<file path="src/logic/rv_decode_cfg.svh">
`ifndef RV_DECODE_CFG_SVH
`define RV_DECODE_CFG_SVH

`define RV_XLEN   32
`define RV_REG_AW 5

`define RV_OPC_LUI    7'b0110111
`define RV_OPC_AUIPC  7'b0010111
`define RV_OPC_JAL    7'b1101111
`define RV_OPC_JALR   7'b1100111
`define RV_OPC_BRANCH 7'b1100011
`define RV_OPC_LOAD   7'b0000011
`define RV_OPC_STORE  7'b0100011
`define RV_OPC_OP_IMM 7'b0010011
`define RV_OPC_OP     7'b0110011
`define RV_OPC_FENCE  7'b0001111
`define RV_OPC_SYSTEM 7'b1110011

`define RV_F7_BASE 7'b0000000
`define RV_F7_ALT  7'b0100000 // SUB and SRA/SRAI

`define RV_SYS_ECALL  12'h000
`define RV_SYS_EBREAK 12'h001

`endif
</file>
<file path="src/logic/rv_decode_pkg.sv">
`include "rv_decode_cfg.svh"

package rv_decode_pkg;

  typedef struct packed {
    logic [6:0]            funct7;
    logic [`RV_REG_AW-1:0] rs2;
    logic [`RV_REG_AW-1:0] rs1;
    logic [2:0]            funct3;
    logic [`RV_REG_AW-1:0] rd;
    logic [6:0]            opcode;
  } rv_inst_r_s;

  typedef struct packed {
    logic [11:0]           imm_11_0;
    logic [`RV_REG_AW-1:0] rs1;
    logic [2:0]            funct3;
    logic [`RV_REG_AW-1:0] rd;
    logic [6:0]            opcode;
  } rv_inst_i_s;

  typedef struct packed {
    logic [6:0]            imm_11_5;
    logic [`RV_REG_AW-1:0] rs2;
    logic [`RV_REG_AW-1:0] rs1;
    logic [2:0]            funct3;
    logic [4:0]            imm_4_0;
    logic [6:0]            opcode;
  } rv_inst_s_s;

  typedef struct packed {
    logic                  imm_12;
    logic [5:0]            imm_10_5;
    logic [`RV_REG_AW-1:0] rs2;
    logic [`RV_REG_AW-1:0] rs1;
    logic [2:0]            funct3;
    logic [3:0]            imm_4_1;
    logic                  imm_11;
    logic [6:0]            opcode;
  } rv_inst_b_s;

  typedef struct packed {
    logic [19:0]           imm_31_12;
    logic [`RV_REG_AW-1:0] rd;
    logic [6:0]            opcode;
  } rv_inst_u_s;

  typedef struct packed {
    logic                  imm_20;
    logic [9:0]            imm_10_1;
    logic                  imm_11;
    logic [7:0]            imm_19_12;
    logic [`RV_REG_AW-1:0] rd;
    logic [6:0]            opcode;
  } rv_inst_j_s;

  // Same 32-bit word seen through each encoding format
  typedef union packed {
    rv_inst_r_s r;
    rv_inst_i_s i;
    rv_inst_s_s s;
    rv_inst_b_s b;
    rv_inst_u_s u;
    rv_inst_j_s j;
  } rv_inst_u;

  typedef enum logic [5:0] {
    OP_LUI, OP_AUIPC, OP_JAL, OP_JALR,
    OP_BEQ, OP_BNE, OP_BLT, OP_BGE, OP_BLTU, OP_BGEU,
    OP_LB, OP_LH, OP_LW, OP_LBU, OP_LHU,
    OP_SB, OP_SH, OP_SW,
    OP_ADDI, OP_SLTI, OP_SLTIU, OP_XORI, OP_ORI, OP_ANDI, OP_SLLI, OP_SRLI, OP_SRAI,
    OP_ADD, OP_SUB, OP_SLL, OP_SLT, OP_SLTU, OP_XOR, OP_SRL, OP_SRA, OP_OR, OP_AND,
    OP_FENCE, OP_ECALL, OP_EBREAK,
    OP_TRAP
  } rv_op_e;

  typedef enum logic [2:0] {
    FMT_R, FMT_I, FMT_SH, FMT_S, FMT_B, FMT_U, FMT_J, FMT_NONE
  } rv_fmt_e;

  typedef struct packed {
    logic [`RV_REG_AW-1:0] rs1;
    logic [`RV_REG_AW-1:0] rs2;
    logic [`RV_REG_AW-1:0] rd;
    logic [`RV_XLEN-1:0]   imm; // Not sign-extended
  } rv_opnd_s;

  typedef struct packed {
    rv_op_e              op;
    rv_opnd_s            opnd;
    logic [`RV_XLEN-1:0] pc;
  } rv_uop_s;

endpackage

</file>
<file path="src/logic/rv_decode_stage.sv">
`timescale 1ns/1ps
`include "rv_decode_cfg.svh"

module rv_decode_stage (
  input  logic                    clk,
  input  logic                    rst,
  input  logic                    ifu_vld,
  input  rv_decode_pkg::rv_inst_u ifu_inst,
  input  logic [`RV_XLEN-1:0]     ifu_pc,
  input  logic                    alu_vld,
  input  logic                    alu_br_miss,
  output logic                    idu_vld,
  output rv_decode_pkg::rv_uop_s  idu_uop
);
  import rv_decode_pkg::*;

  rv_op_e   op;
  rv_fmt_e  fmt;
  rv_opnd_s opnd;

  rv_op_decode i_op_decode (
    .inst (ifu_inst),
    .op   (op),
    .fmt  (fmt)
  );

  rv_operand_gen i_operand_gen (
    .inst (ifu_inst),
    .fmt  (fmt),
    .opnd (opnd)
  );

  rv_decode_reg i_decode_reg (
    .clk         (clk),
    .rst         (rst),
    .ifu_vld     (ifu_vld),
    .ifu_pc      (ifu_pc),
    .op          (op),
    .opnd        (opnd),
    .alu_vld     (alu_vld),
    .alu_br_miss (alu_br_miss),
    .idu_vld     (idu_vld),
    .idu_uop     (idu_uop)
  );

endmodule

</file>
<file path="src/logic/rv_decode_reg.sv">
`timescale 1ns/1ps
`include "rv_decode_cfg.svh"

module rv_decode_reg (
  input  logic                    clk,
  input  logic                    rst,
  input  logic                    ifu_vld,
  input  logic [`RV_XLEN-1:0]     ifu_pc,
  input  rv_decode_pkg::rv_op_e   op,
  input  rv_decode_pkg::rv_opnd_s opnd,
  input  logic                    alu_vld,
  input  logic                    alu_br_miss,
  output logic                    idu_vld,
  output rv_decode_pkg::rv_uop_s  idu_uop
);

  logic flush;

  assign flush = alu_vld & alu_br_miss; // Miss only counts with a valid ALU result

  always_ff @(posedge clk) begin
    if (rst) begin
      idu_vld <= 1'b0;
    end else begin
      idu_vld <= ifu_vld & ~flush;
    end
  end

  always_ff @(posedge clk) begin
    idu_uop.op   <= op;
    idu_uop.opnd <= opnd;
    idu_uop.pc   <= ifu_pc;
  end

  a_rst_clears_vld: assert property (@(posedge clk) rst |=> !idu_vld)
    else $error("idu_vld high after reset cycle");

  a_flush_clears_vld: assert property (@(posedge clk) disable iff (rst) flush |=> !idu_vld)
    else $error("idu_vld high after branch-miss flush");

endmodule

</file>
<file path="src/logic/rv_operand_gen.sv">
`timescale 1ns/1ps

module rv_operand_gen (
  input  rv_decode_pkg::rv_inst_u inst,
  input  rv_decode_pkg::rv_fmt_e  fmt,
  output rv_decode_pkg::rv_opnd_s opnd
);
  import rv_decode_pkg::*;

  always_comb begin
    opnd = '0; // Unused fields stay zero
    case (fmt)
      FMT_R: begin
        opnd.rs1 = inst.r.rs1;
        opnd.rs2 = inst.r.rs2;
        opnd.rd  = inst.r.rd;
      end
      FMT_I: begin
        opnd.rs1       = inst.i.rs1;
        opnd.rd        = inst.i.rd;
        opnd.imm[11:0] = inst.i.imm_11_0;
      end
      FMT_SH: begin
        opnd.rs1      = inst.r.rs1;
        opnd.rd       = inst.r.rd;
        opnd.imm[4:0] = inst.r.rs2; // Shamt sits in the rs2 slot
      end
      FMT_S: begin
        opnd.rs1       = inst.s.rs1;
        opnd.rs2       = inst.s.rs2;
        opnd.imm[11:5] = inst.s.imm_11_5;
        opnd.imm[4:0]  = inst.s.imm_4_0;
      end
      FMT_B: begin
        opnd.rs1       = inst.b.rs1;
        opnd.rs2       = inst.b.rs2;
        opnd.imm[12]   = inst.b.imm_12;
        opnd.imm[11]   = inst.b.imm_11;
        opnd.imm[10:5] = inst.b.imm_10_5;
        opnd.imm[4:1]  = inst.b.imm_4_1;
      end
      FMT_U: begin
        opnd.rd         = inst.u.rd;
        opnd.imm[31:12] = inst.u.imm_31_12;
      end
      FMT_J: begin
        opnd.rd         = inst.j.rd;
        opnd.imm[20]    = inst.j.imm_20;
        opnd.imm[19:12] = inst.j.imm_19_12;
        opnd.imm[11]    = inst.j.imm_11;
        opnd.imm[10:1]  = inst.j.imm_10_1;
      end
      default: opnd = '0;
    endcase
  end

endmodule

</file>
<file path="src/logic/rv_op_decode.sv">
`timescale 1ns/1ps
`include "rv_decode_cfg.svh"

module rv_op_decode (
  input  rv_decode_pkg::rv_inst_u inst,
  output rv_decode_pkg::rv_op_e   op,
  output rv_decode_pkg::rv_fmt_e  fmt
);
  import rv_decode_pkg::*;

  always_comb begin
    op = OP_TRAP; // Anything unmatched
    case (inst.r.opcode)
      `RV_OPC_LUI:   op = OP_LUI;
      `RV_OPC_AUIPC: op = OP_AUIPC;
      `RV_OPC_JAL:   op = OP_JAL;
      `RV_OPC_JALR: begin
        if (inst.i.funct3 == 3'b000) op = OP_JALR;
      end
      `RV_OPC_BRANCH: begin
        case (inst.b.funct3)
          3'b000:  op = OP_BEQ;
          3'b001:  op = OP_BNE;
          3'b100:  op = OP_BLT;
          3'b101:  op = OP_BGE;
          3'b110:  op = OP_BLTU;
          3'b111:  op = OP_BGEU;
          default: op = OP_TRAP;
        endcase
      end
      `RV_OPC_LOAD: begin
        case (inst.i.funct3)
          3'b000:  op = OP_LB;
          3'b001:  op = OP_LH;
          3'b010:  op = OP_LW;
          3'b100:  op = OP_LBU;
          3'b101:  op = OP_LHU;
          default: op = OP_TRAP;
        endcase
      end
      `RV_OPC_STORE: begin
        case (inst.s.funct3)
          3'b000:  op = OP_SB;
          3'b001:  op = OP_SH;
          3'b010:  op = OP_SW;
          default: op = OP_TRAP;
        endcase
      end
      `RV_OPC_OP_IMM: begin
        case (inst.i.funct3)
          3'b000: op = OP_ADDI;
          3'b010: op = OP_SLTI;
          3'b011: op = OP_SLTIU;
          3'b100: op = OP_XORI;
          3'b110: op = OP_ORI;
          3'b111: op = OP_ANDI;
          3'b001: begin
            if (inst.r.funct7 == `RV_F7_BASE) op = OP_SLLI;
          end
          3'b101: begin
            case (inst.r.funct7)
              `RV_F7_BASE: op = OP_SRLI;
              `RV_F7_ALT:  op = OP_SRAI;
              default:     op = OP_TRAP;
            endcase
          end
        endcase
      end
      `RV_OPC_OP: begin
        if (inst.r.funct7 == `RV_F7_BASE) begin
          case (inst.r.funct3)
            3'b000: op = OP_ADD;
            3'b001: op = OP_SLL;
            3'b010: op = OP_SLT;
            3'b011: op = OP_SLTU;
            3'b100: op = OP_XOR;
            3'b101: op = OP_SRL;
            3'b110: op = OP_OR;
            3'b111: op = OP_AND;
          endcase
        end else if (inst.r.funct7 == `RV_F7_ALT) begin
          case (inst.r.funct3)
            3'b000:  op = OP_SUB;
            3'b101:  op = OP_SRA;
            default: op = OP_TRAP;
          endcase
        end
      end
      `RV_OPC_FENCE: begin
        if (inst.i.funct3 == 3'b000) op = OP_FENCE; // fm/pred/succ ignored
      end
      `RV_OPC_SYSTEM: begin
        if (inst.i.funct3 == 3'b000) begin
          case (inst.i.imm_11_0)
            `RV_SYS_ECALL:  op = OP_ECALL;
            `RV_SYS_EBREAK: op = OP_EBREAK;
            default:        op = OP_TRAP;
          endcase
        end
        // CSR funct3 values fall through to TRAP
      end
      default: op = OP_TRAP;
    endcase
  end

  always_comb begin
    case (op)
      OP_LUI, OP_AUIPC: fmt = FMT_U;
      OP_JAL:           fmt = FMT_J;
      OP_BEQ, OP_BNE, OP_BLT, OP_BGE, OP_BLTU, OP_BGEU: fmt = FMT_B;
      OP_JALR, OP_LB, OP_LH, OP_LW, OP_LBU, OP_LHU,
      OP_ADDI, OP_SLTI, OP_SLTIU, OP_XORI, OP_ORI, OP_ANDI: fmt = FMT_I;
      OP_SLLI, OP_SRLI, OP_SRAI: fmt = FMT_SH;
      OP_SB, OP_SH, OP_SW:       fmt = FMT_S;
      OP_ADD, OP_SUB, OP_SLL, OP_SLT, OP_SLTU,
      OP_XOR, OP_SRL, OP_SRA, OP_OR, OP_AND: fmt = FMT_R;
      default: fmt = FMT_NONE; // FENCE, ECALL, EBREAK, TRAP
    endcase
  end

endmodule

</file>
<file path="config.mk">
export PLATFORM = sky130hd
export DESIGN_NAME = rv_decode_stage
export DESIGN_NICKNAME = d
export VERILOG_FILES = /design/src/logic/rv_decode_pkg.sv /design/src/logic/rv_decode_stage.sv /design/src/logic/rv_decode_reg.sv /design/src/logic/rv_operand_gen.sv /design/src/logic/rv_op_decode.sv
export VERILOG_INCLUDE_DIRS = /design/src /design/src/logic
export SDC_FILE = /design/constraint.sdc
export NUM_CORES = 1
export LEC_CHECK = 0
export ABC_AREA = 1
export BUFFER_PORTS_ARGS = -buffer_cell sky130_fd_sc_hd__buf_4
export CAP_MARGIN = 20
export CORE_MARGIN = 5
export CORE_UTILIZATION = 40
export CTS_BUF_LIST = sky130_fd_sc_hd__clkbuf_4 sky130_fd_sc_hd__clkbuf_8 sky130_fd_sc_hd__clkbuf_16
export DETAILED_ROUTE_END_ITERATION = 10
export PLACE_DENSITY = 0.77
export SLEW_MARGIN = 0
export SYNTH_ARGS = -nofsm -noshare
export SYNTH_HDL_FRONTEND = slang
export SYNTH_SLANG_ARGS = --single-unit
</file>
<file path="constraint.sdc">
create_clock -name clk -period 4.2 [get_ports clk]
set_clock_uncertainty 0.2 [all_clocks]
set_input_delay 0.21 -clock clk [delete_from_list [all_inputs] [get_ports clk]]
set_output_delay 0.21 -clock clk [all_outputs]
set_load 0.005 [all_outputs]
</file>
==> impl_metrics.py, run 1 <==
metrics = {
    "outcome": {
        "status": "complete, no violations",
    },
    "timing": {
        "worst_pin_slew_ns": 0.4795,
        "setup_tns_ns": 0,
        "relSlewSlack_pct": 67.86,
        "clock.fmax_mhz": 281.3,
        "setup_viol": 0,
        "fin_crit_sh_pct": 84.65,
        "hold_violations": 0,
        "fin_crit_ns": 3.555,
        "rsz0062_at_grt": "no",
        "final_max_slew_viol_count": 0,
    },
    "routing": {
        "drt_iter0_drc": 230,
        "routed-via-count": 3859,
        "routed_wirelength_um": 13610,
        "wl_per_cell_um": 17.29,
        "drt.antenna.violating_nets": 0,
        "avgViaCountPerCell": 4.903,
        "drc": 0,
        "drt_first_pass_iters": 5,
    },
    "final_layout": {
        "layoutNonFillerInstCount": 787,
        "antenna_cells": 0,
        "nets": 750,
        "utilization_pct": 65.14,
        "n_fill_cell": 638,
        "drive_gt1_share_pct": 33.58,
        "area_growth_pct": 60.23,
    },
    "global_routing": {
        "track_usage_pct": 25.08,
        "grt_pass1_wl_um": 21830,
        "antenna_found_initial": 0,
        "grt_overflow": 0,
        "grt_pass1_vias": 3987,
        "grt_max_degree": 20,
    },
    "worst_setup_path": {
        "crit_top_cell": "nand2_1",
        "max_stage_delay_ns": 0.56,
        "path_max_fanout": 7,
        "critical_path.slowest_cell": "dlygate4sd3_1",
        "path_cells": "dlygate4sd3_1 > buf_4 > nor2_1 > nand2_1 > nor2_2 > nand2_1 > nand3_1 > nand2_1 > nor2_1 > nor2_1 > o21ai_1 > nand2_1 > a21oi_4 > nand3_1 > nand2_2 > nand2_1 > nand2_1 > dlygate4sd3_1",
        "worstPathArrival_ns": 3.64,
        "critPathLaunchType": "primary input",
        "required_ns": 4.29,
        "crit_path_end_kind": "flop",
        "path_class": "primary input to flop",
    },
    "worst_hold_path": {
        "hold_path_class": "primary input to flop",
        "worstHoldEndpoint": "i_decode_reg.idu_uop[44]",
        "min_path_cells": 3,
        "hold_start": "ifu_inst[12]",
    },
    "synth": {
        "synthDistinctLibCells": 27,
        "syn-num-nets": 527,
        "synth_area_leaders": "dfxtp_1, nand2_1, nor2_1",
        "synth_top_area_share_pct": 49.04,
        "synth_edf_count": 0,
        "yosys_warnings": 0,
        "synthTopCellsByCount": "nand2_1, dfxtp_1, nor2_1",
        "syn_area_um2": 3511,
        "ys_ff_latch": 86,
        "syn_area_per_cell_um2": 7.785,
        "synth_most_common_cell": "nand2_1",
        "yosysTopAreaCell": "dfxtp_1",
        "async_flop_share_pct": 0,
        "synthCells": 451,
        "synth_seq_area_share_pct": 49.04,
        "synth_flop_cell": "dfxtp_1",
    },
    "floorplanning": {
        "initial_core_util_pct": 40.65,
        "ios": 155,
        "core_um2": 8636,
        "rows": 34,
        "dieWidth_um": 103.7,
        "die-area_um2": 10750,
        "die_y_um": 103.7,
    },
    "place": {
        "place_congestion": 0.9286,
        "placed_cells": 711,
        "io_buffers": 154,
        "hpwlAfterDp_um": 8645,
    },
    "clocking": {
        "post_cts_resized": 0,
        "htreeDepth": 3,
        "clk_path_buf_depth": 2,
        "cts_tree": "done",
        "cts-root-buf": "clkbuf_8",
        "clk_pin_slew_ns": 0.09,
        "cts_made_buffers": 9,
        "clkSinkCount": 86,
    },
    "pwr": {
        "power.density_nw_per_um2": 331.4,
        "peakVddDrop_v": 0.0001524,
        "p_leak_nw": 2.959,
    },
    "job": {
        "maxCapViolations": 0,
    },
}
==> state kept, by name (all words and copies together) (netlist names) <==
| signal | cells |
|---|---|
| i_decode_reg.idu_uop | 85 |
| i_decode_reg.idu_vld | 1 |
==> power by group <==
| group | switching (mW) | internal [mW] |
|---|---|---|
| combinational | 0.138 | 0.148 |
| sequential | 0.0143 | 0.850 |
| clock | 0.303 | 0.411 |
| total | 0.455 | 1.41 |
==> layout by cell type (no fill, tap or decap), types with 3 or more instances in the layout <==
| cell type | netlist | routed |
|---|---|---|
| o21ai_0 | 5 | 5 |
| dfxtp_1 | 86 | 86 |
| inv_2 | 7 | 7 |
| a21oi_1 | 24 | 24 |
| nand2_2 | 12 | 12 |
| inv_1 | 53 | 53 |
| clkbuf_8 | 0 | 9 |
| nand3_2 | 5 | 5 |
| nor2_1 | 56 | 56 |
| nor2_4 | 8 | 8 |
| nand4_1 | 5 | 5 |
| nand3_1 | 36 | 36 |
| nor2_2 | 19 | 19 |
| nand2_1 | 110 | 110 |
| ha_1 | 7 | 7 |
| bufinv_16 | 0 | 3 |
| buf_4 | 0 | 154 |
| dlygate4sd3_1 | 0 | 60 |
==> how the worst max path moves through the flow <==
stage                 start                       end  slack, ns  depth (start not counted)
2_1_floorplan  ifu_inst[13]  i_decode_reg.idu_uop[64]       1.83                         18
3_3_place_gp   ifu_inst[12]  i_decode_reg.idu_uop[51]       1.30                         16
3_5_place_dp   ifu_inst[13]  i_decode_reg.idu_uop[50]       1.26                         19
4_1_cts        ifu_inst[26]  i_decode_reg.idu_uop[33]       0.81                         18
5_1_grt        ifu_inst[26]  i_decode_reg.idu_uop[33]       0.40                         18
6_report       ifu_inst[26]  i_decode_reg.idu_uop[36]       0.64                         18
==> critical path: cells and delay by family <==
kind | cells | cell delay (ns)
AOI/OAI and AO/OA | 2 | 0.39
buffers and inverters | 3 | 1.24
and+or+nand+nor | 13 | 1.80
==> through the flow <==
stage               setup WS [ns]  hold slack, ns  instance area [µm²]  total power [mW]
floorplan                   1.830         0.03772                 3511            0.9722
global placement            1.303          0.1149                 4780             1.102
detailed placement          1.255          0.1158                 4780             1.104
CTS                        0.8076        0.002484                 5625             1.827
global route               0.4032         0.02942                 5625             1.923
finish                     0.6448         0.02014                 5625             1.864
==> area by class of cell <==
cell class                 instances  area [µm²]  area share, %
clock inverter                     5       106.4          1.891
clock buffer                      11       138.9          2.469
tap                              108       135.1          2.402
inverter                          60       225.2          4.004
multi-input combinational        303        1541          27.40
sequential                        86        1722          30.60
timing repair buffer             214        1757          31.23
==> kinds of logic (layout without fill, tap and decap cells) <==
family / count (synthesis) / after routing / synth area share [%]
flops: 86 / 86 / 49.04
fa+ha+maj: 7 / 7 / 2.495
simple gates: 259 / 259 / 35.53
compound gates: 37 / 37 / 5.881
buf+inv: 62 / 290 / 7.056
==> what timing repair did <==
action                    4_1_cts  5_1_grt
buffers inserted                0        0
hold endpoints to repair       75        0
hold buffers                   60        0
==> per-layer routing <==
metal,vias to the layer above,wire (µm),global-route usage (%)
li1,1851,-,-
met1,1796,5568,29.55
met2,184,6954,45.49
met3,28,804,5.100
met4,0,284,7.493
met5,-,0,0
No activity file was read; power rests on OpenSTA's default activity.
==> run 2: changes to the inputs <==
PLACE_DENSITY = 0.8   (was 0.77)
clock period = 3.1 ns   (was 4.2 ns; I/O delays follow)
==> run 2 against run 1 <==
  * The flow now finishes with violations (negative setup slack)
  * Wire length up 8.0%
  * Non-clock buffer count rose by 8
  * First-iteration DRC count increased by 30%
  * Combinational power rose by 45%
==> impl_metrics.py, run 2 (same netlist as run 1, synthesis figures left out) <==
metrics = {
    "outcome": {
        "status": "complete, but fails checks",
        "violations": "negative setup slack",
    },
    "final_layout": {
        "nets": 758,
        "reg.largest.list": "i_decode_reg.idu_uop: 85 flops, i_decode_reg.idu_vld: 1 flops",
        "antenna_cells": 0,
        "area_growth_pct": 63.68,
        "final_cell_mix": "buf_4, nand2_1, dfxtp_1",
        "largest_reg_flops": 85,
        "drive_gt1_share_pct": 37.90,
        "final_common_cell": "buf_4",
        "largest_register": "i_decode_reg.idu_uop",
    },
    "timing": {
        "final_max_slew_viol_count": 0,
        "setup_viol": 2,
        "setup_ws_ns": -0.01451,
        "fin_crit_sh_pct": 100.5,
        "fin_crit_ns": 3.115,
        "clock.fmax_mhz": 321.1,
        "hold_ws_ns": 0.02568,
        "worst_pin_slew_ns": 0.4563,
        "rsz0062_at_grt": "yes",
        "relSlewSlack_pct": 69.41,
        "hold_violations": 0,
        "setup_tns_ns": -0.02673,
    },
    "worst_setup_path": {
        "required_ns": 3.20,
        "crit_path_end_kind": "flop",
        "critPathLaunchType": "primary input",
        "path_max_fanout": 6,
        "path_class": "primary input to flop",
        "worstPathArrival_ns": 3.22,
    },
    "pwr": {
        "p_leak_nw": 2.951,
        "swShare_pct": 28.39,
        "power.share.combinational_pct": 17.9,
        "p_clk_share_pct": 31.3,
        "peakVddDrop_v": 0.0002645,
        "power.density_nw_per_um2": 401.9,
        "pwr-share-seq_pct": 50.7,
        "p_int_mw": 1.654,
        "power.switching_mw": 0.6556,
        "power_mw": 2.309,
    },
    "worst_hold_path": {
        "hold_start": "ifu_inst[14]",
        "hold_path_class": "primary input to flop",
        "min_path_cells": 3,
        "worstHoldEndpoint": "i_decode_reg.idu_uop[46]",
    },
    "floorplanning": {
        "initial_core_util_pct": 40.65,
        "dieWidth_um": 103.7,
        "die_y_um": 103.7,
        "core_um2": 8636,
        "ios": 155,
        "die-area_um2": 10750,
        "rows": 34,
    },
    "clocking": {
        "cts_tree": "done",
        "cts-root-buf": "clkbuf_8",
        "clkSinkCount": 86,
        "clk_pin_slew_ns": 0.09,
        "htreeDepth": 3,
        "cts_made_buffers": 9,
        "clk_path_buf_depth": 2,
    },
    "place": {
        "hpwlAfterDp_um": 8599,
        "io_buffers": 154,
        "dpl_worst_slack_ns": 0.2261,
        "place_congestion": 0.9435,
    },
    "global_routing": {
        "track_usage_pct": 24.37,
        "grt_pass1_wl_um": 21250,
        "antenna_found_initial": 0,
        "grt_max_degree": 20,
        "grt_overflow": 0,
        "grt_pass1_vias": 3980,
    },
    "routing": {
        "drt.antenna.violating_nets": 0,
        "wl_met3_um": 1110,
        "drc": 0,
        "wl_per_cell_um": 18.52,
        "wl_met2_um": 7590,
        "drt_iter0_drc": 298,
        "wl_met1_um": 5637,
        "avgViaCountPerCell": 5.074,
        "routed_wirelength_um": 14710,
        "drt_first_pass_iters": 5,
        "routed-via-count": 4029,
        "routed.top_layer": "met4",
    },
    "job": {
        "maxCapViolations": 0,
    },
}
[run 2: cell types whose count changed in the layout (fill, tap and decap cells not counted), sizes merged]
cell / delta
clkinvlp: +4
buf: +7
dlygate4sd3: +1
clkbuf: -2
bufinv: -3
[run 2: power groups by stage]
stage          clock network [mW]  registers [mW]  logic (mW)
2_1_floorplan                   0            1.20       0.122
3_3_place_gp                    0            1.19       0.301
3_5_place_dp                    0            1.19       0.307
4_1_cts                     0.692            1.16       0.372
5_1_grt                     0.770            1.18       0.439
6_report                    0.723            1.17       0.414
[run 2: layout make-up]
type	count	area, µm²
flip-flops and latches	86	1722
multi-input cells	303	1665
inverters	60	234.0
repair buffers	222	1819
clock buffers	9	123.9
fillers	599	2889
well taps	108	135.1
clock inverters	6	47.55
[run 2: critical path: stages]
cell and delay [ns]:
dlygate4sd3_1 0.65, nor2_2 0.16, nand2_1 0.11, nor2_4 0.15, nand2_1 0.09, nor2_1 0.13, nor2_1 0.08, nand2_2 0.08
nor2_4 0.05, nand2_1 0.09, nand3_1 0.08, nand2_1 0.10, inv_2 0.06, a21oi_4 0.25, nand3_2 0.16, nand2_4 0.13
nand2_1 0.06, nand2_1 0.08, dlygate4sd3_1 0.55
[run 2: timing repair]
item | CTS | global route
buffers inserted | 0 | 9
endpoints found under the setup margin | 0 | 5
hold endpoints to repair | 79 | 0
gates resized for setup | 0 | 37
hold buffers | 63 | 0
[run 2: worst max path at each step]
stage,startpoint,end,slack [ns],cells after the start
after floorplan,ifu_inst[13],i_decode_reg.idu_uop[64],0.79,18
after global placement,ifu_inst[12],i_decode_reg.idu_uop[51],0.25,16
after detailed placement,ifu_inst[13],i_decode_reg.idu_uop[46],0.23,17
after CTS,ifu_inst[24],i_decode_reg.idu_uop[34],0.02,18
after global routing,ifu_inst[23],i_decode_reg.idu_uop[34],-0.14,20
final,ifu_inst[21],i_decode_reg.idu_uop[33],-0.01,19
[run 2: routing by layer]
layer,global-route usage (%),vias up
met5,0,-
met4,7.216,0
met3,5.162,35
met2,44.76,230
met1,28.13,1898
li1,-,1866
[run 2: stage by stage]
stage	instance area, µm²	cells	utilization, %
2_1_floorplan	3511	451	-
3_3_place_gp	4780	711	55.35
3_5_place_dp	4780	711	55.35
4_1_cts	5582	789	64.63
5_1_grt	5747	794	66.55
6_report	5747	794	66.55
